[src/hdl/parking_pkg.sv]
package parking_pkg;

    // Card layout is {site code, user index}
    typedef logic [7:0] card_id_t;
    typedef logic [3:0] user_idx_t;

    // Free spaces left in one area
    typedef logic [2:0] count_t;

    typedef enum logic [1:0] {
        area_special0 = 2'd0,
        area_normal0  = 2'd1,
        area_floor1   = 2'd2
    } area_t;

    localparam logic [3:0] SITE_CODE = 4'hA;

    // Users 0 to 3 hold special cards
    localparam user_idx_t SPECIAL_USERS = 4'd4;

    localparam count_t CAP_SPECIAL0 = 3'd2;
    localparam count_t CAP_NORMAL0  = 3'd3;
    localparam count_t CAP_FLOOR1   = 3'd5;

endpackage

[src/hdl/gate_pkg.sv]
package gate_pkg;

    typedef enum logic [3:0] {
        st_off            = 4'd0,
        st_idle           = 4'd1,
        st_check          = 4'd2,
        st_granted_chosen = 4'd3,
        st_granted_alt    = 4'd4,
        st_no_space       = 4'd5,
        st_incorrect      = 4'd6,
        st_exit_ok        = 4'd7,
        st_exit_incorrect = 4'd8
    } gate_state_t;

    // Message codes for the display driver
    typedef enum logic [3:0] {
        msg_blank     = 4'd0,
        msg_welcome   = 4'd1,
        msg_granted   = 4'd2,
        msg_incorrect = 4'd3,
        msg_no_space  = 4'd4,
        msg_goodbye   = 4'd5
    } display_msg_t;

    typedef logic [2:0] sec_t;

    // Result hold times in seconds
    localparam sec_t HOLD_GRANT = 3'd3;
    localparam sec_t HOLD_ERROR = 3'd5;

endpackage

[src/hdl/second_timer.sv]
`timescale 1ns/10ps

module second_timer
    import gate_pkg::*;
#(
    parameter int TICKS_PER_SEC = 50_000_000
) (
    input  logic clk,
    input  logic rst_n,
    input  logic clear,
    output sec_t seconds
);

    localparam int PW = (TICKS_PER_SEC > 1) ? $clog2(TICKS_PER_SEC) : 1;
    localparam logic [PW-1:0] LAST_TICK = PW'(TICKS_PER_SEC - 1);

    logic [PW-1:0] prescale;

    always_ff @(posedge clk) begin
        if (!rst_n || clear) begin
            prescale <= '0;
            seconds  <= '0;
        end else if (prescale == LAST_TICK) begin
            prescale <= '0;
            // Saturate so long holds never wrap
            if (seconds != '1) begin
                seconds <= seconds + 1'b1;
            end
        end else begin
            prescale <= prescale + 1'b1;
        end
    end

endmodule

[src/hdl/user_registry.sv]
`timescale 1ns/10ps

module user_registry
    import parking_pkg::*;
(
    input  logic     clk,
    input  logic     rst_n,
    input  card_id_t card_id,
    input  logic     card_take,
    input  logic     park,
    input  area_t    park_area,
    input  logic     leave,
    output logic     id_valid,
    output logic     id_special,
    output logic     id_parked,
    output area_t    parked_area
);

    card_id_t  card_q;
    user_idx_t user_idx;
    logic [15:0] parked;
    area_t     area_mem [0:15];

    always_ff @(posedge clk) begin
        if (card_take) begin
            card_q <= card_id;
        end
    end

    assign user_idx   = user_idx_t'(card_q[3:0]);
    assign id_valid   = (card_q[7:4] == SITE_CODE);
    assign id_special = (user_idx < SPECIAL_USERS);

    // One parked flag per user index
    always_ff @(posedge clk) begin
        if (!rst_n) begin
            parked <= '0;
        end else if (park) begin
            parked[user_idx] <= 1'b1;
        end else if (leave) begin
            parked[user_idx] <= 1'b0;
        end
    end

    // Area only matters while the parked flag is set
    always_ff @(posedge clk) begin
        if (park) begin
            area_mem[user_idx] <= park_area;
        end
    end

    assign id_parked   = parked[user_idx];
    assign parked_area = area_mem[user_idx];

endmodule

[src/hdl/space_counter.sv]
`timescale 1ns/10ps

module space_counter
    import parking_pkg::*;
(
    input  logic   clk,
    input  logic   rst_n,
    input  logic   park,
    input  area_t  park_area,
    input  logic   leave,
    input  area_t  parked_area,
    output count_t remain_special0,
    output count_t remain_normal0,
    output count_t remain_floor1,
    output logic   special0_full,
    output logic   normal0_full,
    output logic   floor1_full
);

    // Indexed by area_t encoding
    localparam count_t CAPS [0:2] = '{CAP_SPECIAL0, CAP_NORMAL0, CAP_FLOOR1};

    count_t remain [0:2];

    always_ff @(posedge clk) begin
        for (int i = 0; i < 3; i++) begin
            if (!rst_n) begin
                remain[i] <= CAPS[i];
            end else if (park && (park_area == area_t'(i))) begin
                remain[i] <= remain[i] - 1'b1;
            end else if (leave && (parked_area == area_t'(i))) begin
                remain[i] <= remain[i] + 1'b1;
            end
        end
    end

    assign remain_special0 = remain[0];
    assign remain_normal0  = remain[1];
    assign remain_floor1   = remain[2];

    assign special0_full = (remain[0] == '0);
    assign normal0_full  = (remain[1] == '0);
    assign floor1_full   = (remain[2] == '0);

endmodule

[src/hdl/gate_fsm.sv]
`timescale 1ns/10ps

module gate_fsm
    import parking_pkg::*;
    import gate_pkg::*;
(
    input  logic         clk,
    input  logic         rst_n,
    input  logic         power,
    input  logic         card_strobe,
    input  logic         floor_sel,
    input  logic         exit_req,
    input  sec_t         seconds,
    input  logic         id_valid,
    input  logic         id_special,
    input  logic         id_parked,
    input  logic         special0_full,
    input  logic         normal0_full,
    input  logic         floor1_full,
    output logic         card_take,
    output logic         timer_clear,
    output logic         park,
    output area_t        park_area,
    output logic         leave,
    output logic         power_led,
    output logic         green_led,
    output logic         red_wrong_led,
    output display_msg_t display_msg
);

    gate_state_t state;
    gate_state_t next_state;
    logic        exit_q;
    logic        floor_q;
    logic        chosen_full;
    logic        alt_full;
    area_t       chosen_area;
    area_t       alt_area;
    sec_t        hold_time;

    assign card_take   = power && card_strobe && (state == st_idle);
    assign timer_clear = (state == st_off) || (state == st_idle) || (state == st_check);

    always_ff @(posedge clk) begin
        if (!rst_n) begin
            state   <= st_off;
            exit_q  <= 1'b0;
            floor_q <= 1'b0;
        end else begin
            state <= next_state;
            if (card_take) begin
                exit_q  <= exit_req;
                floor_q <= floor_sel;
            end
        end
    end

    assign chosen_area = floor_q ? area_floor1 : area_normal0;
    assign alt_area    = floor_q ? area_normal0 : area_floor1;
    assign chosen_full = floor_q ? floor1_full : normal0_full;
    assign alt_full    = floor_q ? normal0_full : floor1_full;

    assign hold_time = ((state == st_incorrect) || (state == st_exit_incorrect)) ?
                       HOLD_ERROR : HOLD_GRANT;

    always_comb begin
        next_state = state;
        park       = 1'b0;
        leave      = 1'b0;
        park_area  = chosen_area;
        unique case (state)
            st_off: begin
                next_state = st_idle;
            end
            st_idle: begin
                if (card_strobe) begin
                    next_state = st_check;
                end
            end
            st_check: begin
                if (exit_q) begin
                    if (id_valid && id_parked) begin
                        next_state = st_exit_ok;
                        leave      = 1'b1;
                    end else begin
                        next_state = st_exit_incorrect;
                    end
                end else if (!id_valid || id_parked) begin
                    next_state = st_incorrect;
                end else if (id_special) begin
                    // Special cards never spill onto the normal floors
                    park_area  = area_special0;
                    park       = !special0_full;
                    next_state = special0_full ? st_no_space : st_granted_chosen;
                end else if (!chosen_full) begin
                    park       = 1'b1;
                    next_state = st_granted_chosen;
                end else if (!alt_full) begin
                    park_area  = alt_area;
                    park       = 1'b1;
                    next_state = st_granted_alt;
                end else begin
                    next_state = st_no_space;
                end
            end
            st_granted_chosen, st_granted_alt, st_no_space,
            st_exit_ok, st_incorrect, st_exit_incorrect: begin
                if (seconds >= hold_time) begin
                    next_state = st_idle;
                end
            end
            default: begin
                next_state = st_off;
            end
        endcase
        // Power loss wins over everything and leaves counts untouched
        if (!power) begin
            next_state = st_off;
            park       = 1'b0;
            leave      = 1'b0;
        end
    end

    always_comb begin
        power_led     = 1'b1;
        green_led     = 1'b0;
        red_wrong_led = 1'b0;
        display_msg   = msg_welcome;
        unique case (state)
            st_off: begin
                power_led   = 1'b0;
                display_msg = msg_blank;
            end
            st_granted_chosen, st_granted_alt: begin
                green_led   = 1'b1;
                display_msg = msg_granted;
            end
            st_no_space: begin
                display_msg = msg_no_space;
            end
            st_incorrect, st_exit_incorrect: begin
                red_wrong_led = 1'b1;
                display_msg   = msg_incorrect;
            end
            st_exit_ok: begin
                green_led   = 1'b1;
                display_msg = msg_goodbye;
            end
            default: begin
                display_msg = msg_welcome;
            end
        endcase
    end

endmodule

[src/hdl/parking_top.sv]
`timescale 1ns/10ps

module parking_top
    import parking_pkg::*;
    import gate_pkg::*;
#(
    parameter int TICKS_PER_SEC = 50_000_000
) (
    input  logic         clk,
    input  logic         rst_n,
    input  logic         power,
    input  card_id_t     card_id,
    input  logic         card_strobe,
    input  logic         floor_sel,
    input  logic         exit_req,
    output logic         power_led,
    output logic         green_led,
    output logic         red_wrong_led,
    output display_msg_t display_msg,
    output count_t       remain_special0,
    output count_t       remain_normal0,
    output count_t       remain_floor1
);

    logic  card_take;
    logic  timer_clear;
    logic  park;
    logic  leave;
    area_t park_area;
    area_t parked_area;
    sec_t  seconds;
    logic  id_valid;
    logic  id_special;
    logic  id_parked;
    logic  special0_full;
    logic  normal0_full;
    logic  floor1_full;

    second_timer #(
        .TICKS_PER_SEC(TICKS_PER_SEC)
    ) second_timer_inst (
        .clk    (clk),
        .rst_n  (rst_n),
        .clear  (timer_clear),
        .seconds(seconds)
    );

    user_registry user_registry_inst (
        .clk        (clk),
        .rst_n      (rst_n),
        .card_id    (card_id),
        .card_take  (card_take),
        .park       (park),
        .park_area  (park_area),
        .leave      (leave),
        .id_valid   (id_valid),
        .id_special (id_special),
        .id_parked  (id_parked),
        .parked_area(parked_area)
    );

    space_counter space_counter_inst (
        .clk            (clk),
        .rst_n          (rst_n),
        .park           (park),
        .park_area      (park_area),
        .leave          (leave),
        .parked_area    (parked_area),
        .remain_special0(remain_special0),
        .remain_normal0 (remain_normal0),
        .remain_floor1  (remain_floor1),
        .special0_full  (special0_full),
        .normal0_full   (normal0_full),
        .floor1_full    (floor1_full)
    );

    gate_fsm gate_fsm_inst (
        .clk          (clk),
        .rst_n        (rst_n),
        .power        (power),
        .card_strobe  (card_strobe),
        .floor_sel    (floor_sel),
        .exit_req     (exit_req),
        .seconds      (seconds),
        .id_valid     (id_valid),
        .id_special   (id_special),
        .id_parked    (id_parked),
        .special0_full(special0_full),
        .normal0_full (normal0_full),
        .floor1_full  (floor1_full),
        .card_take    (card_take),
        .timer_clear  (timer_clear),
        .park         (park),
        .park_area    (park_area),
        .leave        (leave),
        .power_led    (power_led),
        .green_led    (green_led),
        .red_wrong_led(red_wrong_led),
        .display_msg  (display_msg)
    );

endmodule

[config.mk]
export PLATFORM = sky130hd
export DESIGN_NAME = parking_top
export DESIGN_NICKNAME = d
export VERILOG_FILES = /design/src/hdl/parking_pkg.sv /design/src/hdl/gate_pkg.sv /design/src/hdl/second_timer.sv /design/src/hdl/user_registry.sv /design/src/hdl/space_counter.sv /design/src/hdl/gate_fsm.sv /design/src/hdl/parking_top.sv
export SDC_FILE = /design/constraint.sdc
export NUM_CORES = 1
export LEC_CHECK = 0
export ABC_AREA = 1
export BUFFER_PORTS_ARGS = -buffer_cell sky130_fd_sc_hd__buf_2
export CORE_ASPECT_RATIO = 0.6
export CORE_MARGIN = 2
export CORE_UTILIZATION = 55
export CTS_CLUSTER_DIAMETER = 60
export CTS_CLUSTER_SIZE = 14
export DETAILED_ROUTE_END_ITERATION = 12
export GPL_ROUTABILITY_DRIVEN = 0
export PLACE_DENSITY_LB_ADDON = 0.1
export SLEW_MARGIN = 20
export SYNTH_ARGS = -nofsm -noshare
export SYNTH_HDL_FRONTEND = slang
export SYNTH_SLANG_ARGS = --single-unit
[constraint.sdc]
create_clock -name clk -period 2.5 [get_ports clk]
set_input_delay 0.25 -clock clk [delete_from_list [all_inputs] [get_ports clk]]
set_output_delay 0.25 -clock clk [all_outputs]
set_load 0.02 [all_outputs]
==> impl_summary.log, run 1 <==
INFO  metric synth.cell_area = 0.00531 mm^2
INFO  metric dominantRegCellSynth = sky130_fd_sc_hd__dfxtp_1
INFO  metric detail-route-antenna-nets = 0
INFO  metric track_usage = 0.252
INFO  metric synth.top_cells.by_count = sky130_fd_sc_hd__nand2_1 (127), sky130_fd_sc_hd__inv_1 (101), sky130_fd_sc_hd__nor2_1 (97), sky130_fd_sc_hd__dfxtp_1 (55), sky130_fd_sc_hd__edfxtp_1 (49)
INFO  metric postSynthRegisterBits = 104
INFO  metric post_synth_fa_ha_maj_area_fraction = 0.0297
INFO  metric post_route_cells_drive_above_1_share = 0.209
INFO  metric grt_first_pass_wirelength = 20100 um
INFO  metric ys_seq_area_frac = 0.485
INFO  metric power_density = between 500 and 600 mW/mm^2
INFO  metric r2r_cells = 18
INFO  metric avgRoutedWirePerCell = 14.0 um
INFO  metric vias = 4602
INFO  metric place.detailed.instances = around 850
INFO  metric clkSlewWorstSetupHoldPaths = 0.07 ns
INFO  metric clock_tree.buffer_depth = 2
INFO  metric top_level_ports = 30
INFO  metric tns = -0.197 ns
INFO  metric floorplan.core_area = 0.00926 mm^2
INFO  metric asyncSetResetFlopFracSynth = 0
INFO  metric final_min_period_over_clock_period = 1.06
INFO  metric fin_util = 0.686
INFO  metric crit_path_max_fanout = 5
INFO  metric mappedNetlistNets = 688
INFO  metric floorplan.initialDensity = 0.573
INFO  metric worst-endpoint-required = 2.61 ns
INFO  metric synth-edff-count = 49
INFO  metric synth_top_family_by_area = simple AND/OR/NAND/NOR gates
INFO  metric layout.cells.non_filler = 875
INFO  metric worst_setup_path_endpoint = space_counter_inst.remain[2][2]
INFO  metric end_kind = flop
INFO  metric clk_latency = 0.35 ns
INFO  metric dp.final_hpwl = 9010 um
INFO  metric synth_mux_area_frac = 0
INFO  metric drv_slew = 0
INFO  metric fmax = roughly 0.38 GHz
INFO  metric port-buffer-count = 28
INFO  metric yosysTopAreaCellShare = 0.277
INFO  metric cts-hold-fix-buffers = 0
INFO  metric max_cap_viol_count = 0
INFO  metric crit_type = flop to flop
INFO  metric h-tree-depth = 3
INFO  metric worst_slack = -0.140 ns
INFO  metric setup_viol = 2
INFO  metric antennaDiodeCount = 0
INFO  metric number_of_clock_buffers_inserted_by_tritoncts = 9
INFO  metric avgSynthCellArea = approximately 8 um^2
INFO  metric fin_nets = 766
INFO  metric share_of_the_synthesized_netlist_area_taken_by_xor_and_xnor_gates = 0.0149
INFO  metric p_leak = 0.00267 uW
INFO  metric unrepaired_setup_endpoints_after_global_routing = yes
INFO  metric arrival = 2.75 ns
INFO  metric detailed_route_drc_error_count = 0
INFO  metric yosys_warnings = 0
INFO  metric synth_compound_gate_area_share = 0.110
INFO  metric drt_pass1_iterations = 5
INFO  metric grt_start_max_net_pins = 20
INFO  metric row_count = 27
INFO  metric timing_worst_slew_pin_value = 0.545 ns
INFO  metric peak_vdd_ir = 0.365 mV
INFO  metric placement.setup.worst_slack = -0.128 ns
INFO  metric hold_path_class = input pin to flop
INFO  metric route.final.wire_length = 12300 um
INFO  metric crit_path_start = user_registry_inst.card_q[0]
INFO  metric worst_r2r_endpoint = space_counter_inst.remain[2][2]
INFO  metric crit_path_start_kind = flop
INFO  metric max-slew-margin-rel = 0.636
INFO  metric synth.most_common_cell = sky130_fd_sc_hd__nand2_1
INFO  metric synth_cell_type_count = 46
INFO  metric globalRouteOverflowTotal = 0
INFO  metric dr.first_iter.drc_count = 408
INFO  metric final.min_clock_period = approximately 2.6 ns
INFO  metric timing.clock.skew = 0.00753 ns
INFO  metric reg2reg_start = user_registry_inst.card_q[0]
INFO  metric cts_root_buf = sky130_fd_sc_hd__clkbuf_16
INFO  metric die_x = 131 um
INFO  metric floorplan.die_area = 0.0105 mm^2
INFO  metric cts_tree = done
INFO  metric floorplan.die.height = 80.1 um
INFO  metric grt_antenna_before_repair = 0
INFO  metric failed_checks = negative setup slack
INFO  metric synth_area_leaders = sky130_fd_sc_hd__edfxtp_1 (28%), sky130_fd_sc_hd__dfxtp_1 (21%), sky130_fd_sc_hd__nand2_1 (9.0%)
INFO  metric vias_in_the_first_global_route = 4225
INFO  metric syn_to_final_growth = 19.7%
INFO  metric count_of_final_hold_check_violations = 0
INFO  metric synthDominantAreaCellType = sky130_fd_sc_hd__edfxtp_1
INFO  metric post_synth_inst_count = 662
INFO  metric setup_slack_of_the_worst_register_to_register_path = -0.14 ns
INFO  metric cts.sink_count = around 100
INFO  metric post_synth_and_or_nand_nor_area_fraction = 0.270
INFO  metric status = finished with violations
INFO  metric routed_via_density = 5.26
[cell usage in the layout, fill, tap and decap left out, drive strengths merged, types with 4 or more instances in the layout]
cell,instances
nand2,141
nor2,107
inv,106
buf,80
dfxtp,55
o21ai,51
edfxtp,49
a21oi,38
nand3,32
nor3,17
ha,11
clkbuf,9
nand4,7
xor2,6
clkinv,4
[area by class of cell]
type	instances	area, um^2
Inverter	104	390
Timing Repair inverter	1	7.51
Fill cell	725	2910
Clock inverter	7	80.1
Sequential cell	104	2570
Multi-Input combinational cell	440	2350
Timing Repair Buffer	80	558
Tap cell	130	163
Clock buffer	9	225
[routing by layer]
metal	GRT usage	share of wire
met5	0	0
met4	0.0702	0.015
met3	0.0586	0.062
met2	0.365	0.41
met1	0.377	0.51
[timing repair]
action / in CTS / in global routing
buffers inserted: 3 / 1
pin swaps: 7 / 8
resized for setup: 15 / 15
setup endpoints to repair: 4 / 51
gates cloned: 1 / 0
[critical path: stages (launching register included)]
cell and delay (ns):
sky130_fd_sc_hd__edfxtp_1 0.50, sky130_fd_sc_hd__inv_2 0.16, sky130_fd_sc_hd__nand2_1 0.08, sky130_fd_sc_hd__nand2_2 0.07, sky130_fd_sc_hd__nand2_1 0.05, sky130_fd_sc_hd__nand2_1 0.06, sky130_fd_sc_hd__nand2_1 0.06, sky130_fd_sc_hd__nand2_2 0.11
sky130_fd_sc_hd__nor2_8 0.06, sky130_fd_sc_hd__buf_6 0.13, sky130_fd_sc_hd__nand4_1 0.14, sky130_fd_sc_hd__nand2_4 0.07, sky130_fd_sc_hd__nand3_2 0.07, sky130_fd_sc_hd__nand3_2 0.07, sky130_fd_sc_hd__fa_2 0.37, sky130_fd_sc_hd__xnor2_2 0.16
sky130_fd_sc_hd__nand4_1 0.10, sky130_fd_sc_hd__nand2_1 0.08, sky130_fd_sc_hd__nand2_1 0.05
[per-stage QoR]
stage / instance area [um^2] / hold WS [ns] / total power [uW]
4_1_cts: 6300 / 0.0625 / 3470
6_report: 6350 / 0.0712 / 3460
3_3_place_gp: 5910 / 0.427 / 2030
3_5_place_dp: 5910 / 0.428 / 2030
2_1_floorplan: 5340 / 0.349 / 1950
5_1_grt: 6350 / 0.0626 / 3550
[logic make-up after synthesis]
kind of cell / count (synthesis)
XOR/XNOR: 9
flip-flops: 104
AO/OA/AOI/OAI: 106
adder cells (fa/ha/maj): 12
other: 1
buffers and inverters: 118
AND/OR/NAND/NOR: 312
[worst min path at each step]
stage / start / end / slack [ns] / cells past startpoint
5_1_grt: card_id[5] / user_registry_inst.card_q[5] / 0.06 / 1
6_report: card_id[6] / user_registry_inst.card_q[6] / 0.07 / 1
2_1_floorplan: card_id[0] / user_registry_inst.card_q[0] / 0.35 / 0
3_3_place_gp: card_id[6] / user_registry_inst.card_q[6] / 0.43 / 1
3_5_place_dp: card_id[4] / user_registry_inst.card_q[4] / 0.43 / 1
4_1_cts: card_id[6] / user_registry_inst.card_q[6] / 0.06 / 1
[report_power, final]
group | internal (uW) | leakage (uW) | switching, uW
Clock | 789 | 0.000150 | 662
Sequential | 1790 | 0.000883 | 13.4
Combinational | 72.5 | 0.00164 | 130
(Power assumes the default switching activity.)
==> inputs of run 2 (changes only) <==
--- a/config.mk
+++ b/config.mk
@@ -15,6 +15,7 @@
 export DETAILED_ROUTE_END_ITERATION = 12
 export GPL_ROUTABILITY_DRIVEN = 0
 export PLACE_DENSITY_LB_ADDON = 0.1
+export RECOVER_POWER = 25
 export SLEW_MARGIN = 20
 export SYNTH_ARGS = -nofsm -noshare
 export SYNTH_HDL_FRONTEND = slang
==> impl_summary.log, run 2 (synthesis results as in run 1) <==
INFO  metric floorplan.die_area = 0.0105 mm^2
INFO  metric clock_tree.buffer_depth = 2
INFO  metric crit_path_start_kind = flop
INFO  metric most_frequent_standard_cell_in_the_layout_excluding_fill_and_tap_cells = sky130_fd_sc_hd__nand2_1
INFO  metric switchingPower = 805 uW
INFO  metric drv_slew = 0
INFO  metric grt_antenna_before_repair = 0
INFO  metric clkSlewWorstSetupHoldPaths = 0.07 ns
INFO  metric reg2reg_start = user_registry_inst.card_q[0]
INFO  metric syn_to_final_growth = 18.8%
INFO  metric setup_slack_of_the_worst_register_to_register_path = -0.13 ns
INFO  metric antennaDiodeCount = 0
INFO  metric cts_root_buf = sky130_fd_sc_hd__clkbuf_16
INFO  metric floorplan.initialDensity = 0.573
INFO  metric final.min_clock_period = 2.63 ns
INFO  metric unrepaired_setup_endpoints_after_global_routing = yes
INFO  metric worst_slack = -0.134 ns
INFO  metric h-tree-depth = 3
INFO  metric timing.clock.skew = 0.00773 ns
INFO  metric clk_latency = around 0.35 ns
INFO  metric peak_vdd_ir = 0.367 mV
INFO  metric p_leak = 0.00263 uW
INFO  metric max-slew-margin-rel = 0.392
INFO  metric fin_worst_hold_slack = 0.0706 ns
INFO  metric floorplan.core_area = just over 0.009 mm^2
INFO  metric top_level_ports = 30
INFO  metric grt_first_pass_wirelength = 20100 um
INFO  metric dr.first_iter.drc_count = between 300 and 400
INFO  metric dp.final_hpwl = approximately 9000 um
INFO  metric max_cap_viol_count = 0
INFO  metric number_of_clock_buffers_inserted_by_tritoncts = 9
INFO  metric r2r_cells = 18
INFO  metric power_density = 548 mW/mm^2
INFO  metric final_min_period_over_clock_period = 1.05
INFO  metric floorplan.die.height = 80.1 um
INFO  metric row_count = 27
INFO  metric vias = 4614
INFO  metric timing_worst_slew_pin_value = roughly 0.9 ns
INFO  metric detail-route-antenna-nets = 0
INFO  metric cts_tree = done
INFO  metric postPlaceCellArea = 0.00591 mm^2
INFO  metric setup_viol = 2
INFO  metric die_x = 131 um
INFO  metric arrival = 2.75 ns
INFO  metric crit_path_max_fanout = 5
INFO  metric share_of_power_burned_in_registers = 0.522
INFO  metric detailed_route_drc_error_count = 0
INFO  metric p_int = 2650 uW
INFO  metric finish.instance_area = about 0.0063 mm^2
INFO  metric avgRoutedWirePerCell = 14.0 um
INFO  metric sw_frac_of_total = 0.233
INFO  metric hold_path_class = input pin to flop
INFO  metric final_cell_mix = sky130_fd_sc_hd__nand2_1 (116), sky130_fd_sc_hd__inv_1 (100), sky130_fd_sc_hd__nor2_1 (96)
INFO  metric hold_path_startpoint = card_id[6]
INFO  metric failed_checks = negative setup slack
INFO  metric globalRouteOverflowTotal = 0
INFO  metric part_of_the_total_power_dissipated_in_the_clock_network = 0.421
INFO  metric worst_r2r_endpoint = space_counter_inst.remain[2][2]
INFO  metric fmax = 0.380 GHz
INFO  metric end_kind = flop
INFO  metric logic_gate_share_of_total_power = 0.057
INFO  metric routed_via_density = 5.27
INFO  metric hold_depth = 1
INFO  metric post_route_cells_drive_above_1_share = 0.185
INFO  metric terminating_pin_of_the_worst_hold_path = user_registry_inst.card_q[6]
INFO  metric cts.sink_count = 104
INFO  metric status = finished with violations
INFO  metric vias_in_the_first_global_route = 4225
INFO  metric worst-endpoint-required = 2.61 ns
INFO  metric crit_type = flop to flop
INFO  metric track_usage = 0.252
INFO  metric drt_pass1_iterations = 5
INFO  metric port-buffer-count = 28
INFO  metric route.final.wire_length = 12200 um
INFO  metric fin_nets = 766
INFO  metric count_of_final_hold_check_violations = 0
INFO  metric grt_start_max_net_pins = 20
[run 2: changes by cell type in the layout (fill, tap and decap cells not counted), sizes merged]
cell,change
buf,-14
clkbuf,+14
[run 2: stage by stage]
stage,util,power (uW),setup WS [ns],cells,TNS (ns)
2_1_floorplan,-,1950,-0.101,662,-0.101
3_3_place_gp,0.638,2030,-0.0493,854,-0.0493
3_5_place_dp,0.638,2030,-0.128,854,-0.128
4_1_cts,0.680,3470,-0.0716,874,-0.0716
5_1_grt,0.681,3550,-0.280,875,-1.54
6_report,0.681,3450,-0.134,875,-0.180
[run 2: final cells by class]
class                      instances  area, um^2
clock buffer                       9         225
timing repair inverter             1        7.51
multi-input combinational        440        2330
clock inverter                     7        80.1
fill                             740        2950
tap                              130         163
inverter                         104         390
sequential                       104        2570
timing repair buffer              80         533
[run 2: timing repair]
item / 4_1_cts / 5_1_grt
setup buffers: 3 / 1
endpoints found under the setup margin: 4 / 51
gates cloned: 1 / 0
hold buffers: 0 / 0
resized for setup: 15 / 15
pin swaps: 7 / 8
[run 2: critical path, stage by stage (launching register included)]
cell                       delay (ns)
sky130_fd_sc_hd__edfxtp_1        0.50
sky130_fd_sc_hd__inv_2           0.16
sky130_fd_sc_hd__nand2_1         0.08
sky130_fd_sc_hd__nand2_2         0.07
sky130_fd_sc_hd__nand2_1         0.05
sky130_fd_sc_hd__nand2_1         0.06
sky130_fd_sc_hd__nand2_1         0.06
sky130_fd_sc_hd__nand2_2         0.11
sky130_fd_sc_hd__nor2_8          0.06
sky130_fd_sc_hd__buf_6           0.13
sky130_fd_sc_hd__nand4_1         0.14
sky130_fd_sc_hd__nand2_4         0.06
sky130_fd_sc_hd__nand3_2         0.07
sky130_fd_sc_hd__nand3_2         0.07
sky130_fd_sc_hd__fa_2            0.37
sky130_fd_sc_hd__xnor2_2         0.16
sky130_fd_sc_hd__nand4_1         0.10
sky130_fd_sc_hd__nand2_1         0.08
sky130_fd_sc_hd__nand2_1         0.05
[run 2: how the worst max path moves through the flow]
stage,from,to,slack (ns),depth (start not counted)
2_1_floorplan,user_registry_inst.card_q[0],space_counter_inst.remain[2][2],-0.10,18
3_3_place_gp,user_registry_inst.card_q[0],space_counter_inst.remain[2][2],-0.05,18
3_5_place_dp,user_registry_inst.card_q[0],space_counter_inst.remain[2][2],-0.13,18
4_1_cts,user_registry_inst.card_q[0],space_counter_inst.remain[2][2],-0.07,18
5_1_grt,user_registry_inst.card_q[0],space_counter_inst.remain[2][2],-0.28,18
6_report,user_registry_inst.card_q[0],space_counter_inst.remain[2][2],-0.13,18
[run 2: routing by layer]
metal	up-vias	routed length [um]	global-route usage	share of wire
met1	2145	6190	0.377	0.51
li1	2292	-	-	-
met3	16	757	0.0586	0.062
met2	161	5100	0.365	0.42
met5	-	0	0	0
met4	0	165	0.0702	0.014
[run 2: power groups by stage]
stage	clock [uW]	sequential, uW	combinational (uW)
2_1_floorplan	0	1840	108
3_3_place_gp	0	1840	188
3_5_place_dp	0	1840	193
4_1_cts	1470	1800	197
5_1_grt	1530	1800	216
6_report	1450	1800	198
==> inputs of run 3 (changes only) <==
--- a/config.mk
+++ b/config.mk
@@ -19,4 +19,5 @@
 export SLEW_MARGIN = 20
 export SYNTH_ARGS = -nofsm -noshare
 export SYNTH_HDL_FRONTEND = slang
+export SYNTH_HIERARCHICAL = 1
 export SYNTH_SLANG_ARGS = --single-unit
==> impl_summary.log, run 3 <==
INFO  metric fin_nets = 889
INFO  metric arrival = ~3 ns
INFO  metric final_cell_mix = sky130_fd_sc_hd__nand2_1 (248), sky130_fd_sc_hd__inv_1 (90), sky130_fd_sc_hd__nor2_1 (74)
INFO  metric crit_type = flop to flop
INFO  metric final.fill_count = 768
INFO  metric drv_slew = 0
INFO  metric timing.clock.skew = 0.0101 ns
INFO  metric avgSynthCellArea = 7.32 um^2
INFO  metric floorplan.die.height = 82.8 um
INFO  metric avgRoutedWirePerCell = about 16 um
INFO  metric reg2reg_start = user_registry_inst/card_q[0]
INFO  metric post_route_cells_drive_above_1_share = 0.257
INFO  metric worst_slack = -0.442 ns
INFO  metric most_frequent_standard_cell_in_the_layout_excluding_fill_and_tap_cells = sky130_fd_sc_hd__nand2_1
INFO  metric synth-edff-count = 49
INFO  metric floorplan.die_area = 0.0112 mm^2
INFO  metric fmax = 0.340 GHz
INFO  metric largest_incremental_delay_on_the_critical_path = 0.50 ns
INFO  metric mappedNetlistNets = about 800
INFO  metric logic_gate_share_of_total_power = 0.058
INFO  metric drt_pass1_iterations = 5
INFO  metric h-tree-depth = 3
INFO  metric part_of_the_total_power_dissipated_in_the_clock_network = 0.413
INFO  metric synth.most_common_cell = sky130_fd_sc_hd__nand2_1
INFO  metric clk_latency = around 0.35 ns
INFO  metric synthDominantAreaCellType = sky130_fd_sc_hd__edfxtp_1
INFO  metric worst-endpoint-required = 2.60 ns
INFO  metric top_level_ports = 30
INFO  metric dp.final_hpwl = 10800 um
INFO  metric fin_worst_hold_slack = 0.0795 ns
INFO  metric cts_tree = done
INFO  metric yosys_warnings = 6
INFO  metric worst_path_most_repeated_cell = sky130_fd_sc_hd__nand2_1
INFO  metric switchingPower = roughly 760 uW
INFO  metric syn_to_final_growth = 26.2%
INFO  metric peak_vdd_ir = 0.383 mV
INFO  metric synth_cell_type_count = 37
INFO  metric cts.sink_count = approximately 100
INFO  metric max_cap_viol_count = 0
INFO  metric grt_first_pass_wirelength = between 20000 and 25000 um
INFO  metric vias_in_the_first_global_route = 4789
INFO  metric cp_slowest_cell = sky130_fd_sc_hd__edfxtp_1
INFO  metric number_of_clock_buffers_inserted_by_tritoncts = 9
INFO  metric die_x = around 140 um
INFO  metric globalRouteOverflowTotal = 0
INFO  metric clkSlewWorstSetupHoldPaths = 0.07 ns
INFO  metric asyncSetResetFlopFracSynth = 0
INFO  metric p_leak = about 0.0030 uW
INFO  metric sw_frac_of_total = 0.224
INFO  metric routed_via_density = ~5.4
INFO  metric post_synth_inst_count = a little under 800
INFO  metric row_count = 28
INFO  metric synth.cell_area = 0.00570 mm^2
INFO  metric cts_root_buf = sky130_fd_sc_hd__clkbuf_16
INFO  metric crit_path_start_kind = flop
INFO  metric power_density = 474 mW/mm^2
INFO  metric postPlaceCellArea = about 0.0063 mm^2
INFO  metric hold_path_class = input pin to flop
INFO  metric grt_antenna_before_repair = 0
INFO  metric final_min_period_over_clock_period = 1.18
INFO  metric max-slew-margin-rel = 0.429
INFO  metric port-buffer-count = 28
INFO  metric detail-route-antenna-nets = 0
INFO  metric dr.first_iter.drc_count = ~630
INFO  metric yosysTopAreaCellShare = 0.258
INFO  metric crit_path_max_fanout = 5
INFO  metric finish.instance_area = 0.00719 mm^2
INFO  metric unrepaired_setup_endpoints_after_global_routing = yes
INFO  metric detailed_route_drc_error_count = 0
INFO  metric postSynthRegisterBits = between 100 and 150
INFO  metric setup_viol = 66
INFO  metric antennaDiodeCount = 0
INFO  metric route.final.wire_length = 15900 um
INFO  metric floorplan.initialDensity = 0.571
INFO  metric critical_path.cell_chain = buf_6, nand2_1, nand2_1, nand2_1, nand2_1, nand2_1, nand2_1, inv_1, nand2_2, nor3_4, buf_4, o21a_1, o2111a_2, nand3_4, nand2_4, fa_2, a21boi_2
INFO  metric track_usage = 0.274
INFO  metric ys_seq_area_frac = 0.451
INFO  metric hold_path_startpoint = card_id[7]
INFO  metric p_int = around 2600 uW
INFO  metric clock_tree.buffer_depth = 2
INFO  metric crit_path_start = user_registry_inst/card_q[0]
INFO  metric dominantRegCellSynth = sky130_fd_sc_hd__dfxtp_1
INFO  metric final.min_clock_period = roughly 3 ns
INFO  metric total_power = approximately 3400 uW
INFO  metric synth.top_cells.by_count = sky130_fd_sc_hd__nand2_1 (265), sky130_fd_sc_hd__inv_1 (109), sky130_fd_sc_hd__nor2_1 (78), sky130_fd_sc_hd__nand3_1 (63), sky130_fd_sc_hd__dfxtp_1 (55)
INFO  metric floorplan.core_area = 0.00998 mm^2
INFO  metric failed_checks = negative setup slack
INFO  metric count_of_final_hold_check_violations = 0
INFO  metric share_of_power_burned_in_registers = 0.529
INFO  metric vias = 5460
INFO  metric tns = -17.52 ns
INFO  metric timing_worst_slew_pin_value = between 0.8 and 0.9 ns
INFO  metric synth_area_leaders = sky130_fd_sc_hd__edfxtp_1 (26%), sky130_fd_sc_hd__dfxtp_1 (19%), sky130_fd_sc_hd__nand2_1 (17%)
INFO  metric end_kind = flop
INFO  metric grt_start_max_net_pins = 26
INFO  metric status = finished with violations
==> run 3: layout make-up <==
class / instances / area [um^2] / area share
clock buffers: 13 / 282 / 0.0392
inverters: 124 / 485 / 0.0675
multi-input cells: 537 / 2940 / 0.408
flip-flops and latches: 104 / 2570 / 0.358
clock inverters: 3 / 22.5 / 0.00313
repair buffers: 89 / 722 / 0.100
well taps: 135 / 169 / 0.0235
==> run 3: worst max-delay path: cells and delay by family, from the launching register on <==
kind,cells,cell delay [ns]
and+or+nand+nor,10,0.82
buffers and inverters,3,0.40
AOI/OAI and AO/OA,3,0.54
DFF,1,0.50
adders and majority gates,1,0.43
==> run 3: power groups by stage <==
stage	logic (uW)	registers, uW	clock network (uW)
final	197	1800	1410
after global placement	167	1840	0
after global routing	214	1800	1510
after CTS	183	1800	1430
after floorplan	109	1840	0
after detailed placement	173	1840	0
==> run 3: stage by stage <==
step,setup slack [ns],utilization,cells
final,-0.442,0.720,1005
after global routing,-0.542,0.720,1005
after CTS,-0.267,0.681,994
after detailed placement,-0.283,0.631,971
after global placement,-0.124,0.631,971
after floorplan,-0.232,-,778
==> run 3: layer usage <==
metal	share of wire	track usage	up-vias
li1	-	-	2604
met1	0.44	0.408	2518
met2	0.44	0.394	302
met3	0.11	0.0812	36
met4	0.017	0.0606	0
met5	0	0	-
==> run 3: what timing repair did <==
action                                  4_1_cts  5_1_grt
setup buffers                                 6        9
endpoints found under the setup margin       53       66
resized for setup                            38       82
pin swaps                                     3       17
cloned                                        1        2
hold buffers                                  0        0
==> run 3: kinds of logic after synthesis <==
family | after synthesis | synth area share
AOI/OAI and AO/OA | 57 | 0.0597
adders and majority gates | 10 | 0.0233
and+or+nand+nor | 456 | 0.347
xor gates and xnor gates | 13 | 0.0200
buffers and inverters | 137 | 0.0975
DFF | 104 | 0.451
other | 1 | 0.000658
==> run 3: final timing paths <==
kind / cells after the start / slack [ns] / end
worst max-delay path: 17 / -0.44 / space_counter_inst/remain[2][1]
worst max register to register: 17 / -0.44 / space_counter_inst/remain[2][1]
worst min-delay path: 1 / 0.08 / user_registry_inst/card_q[7]
worst min register to register: 1 / 0.48 / second_timer_inst/prescale[0]
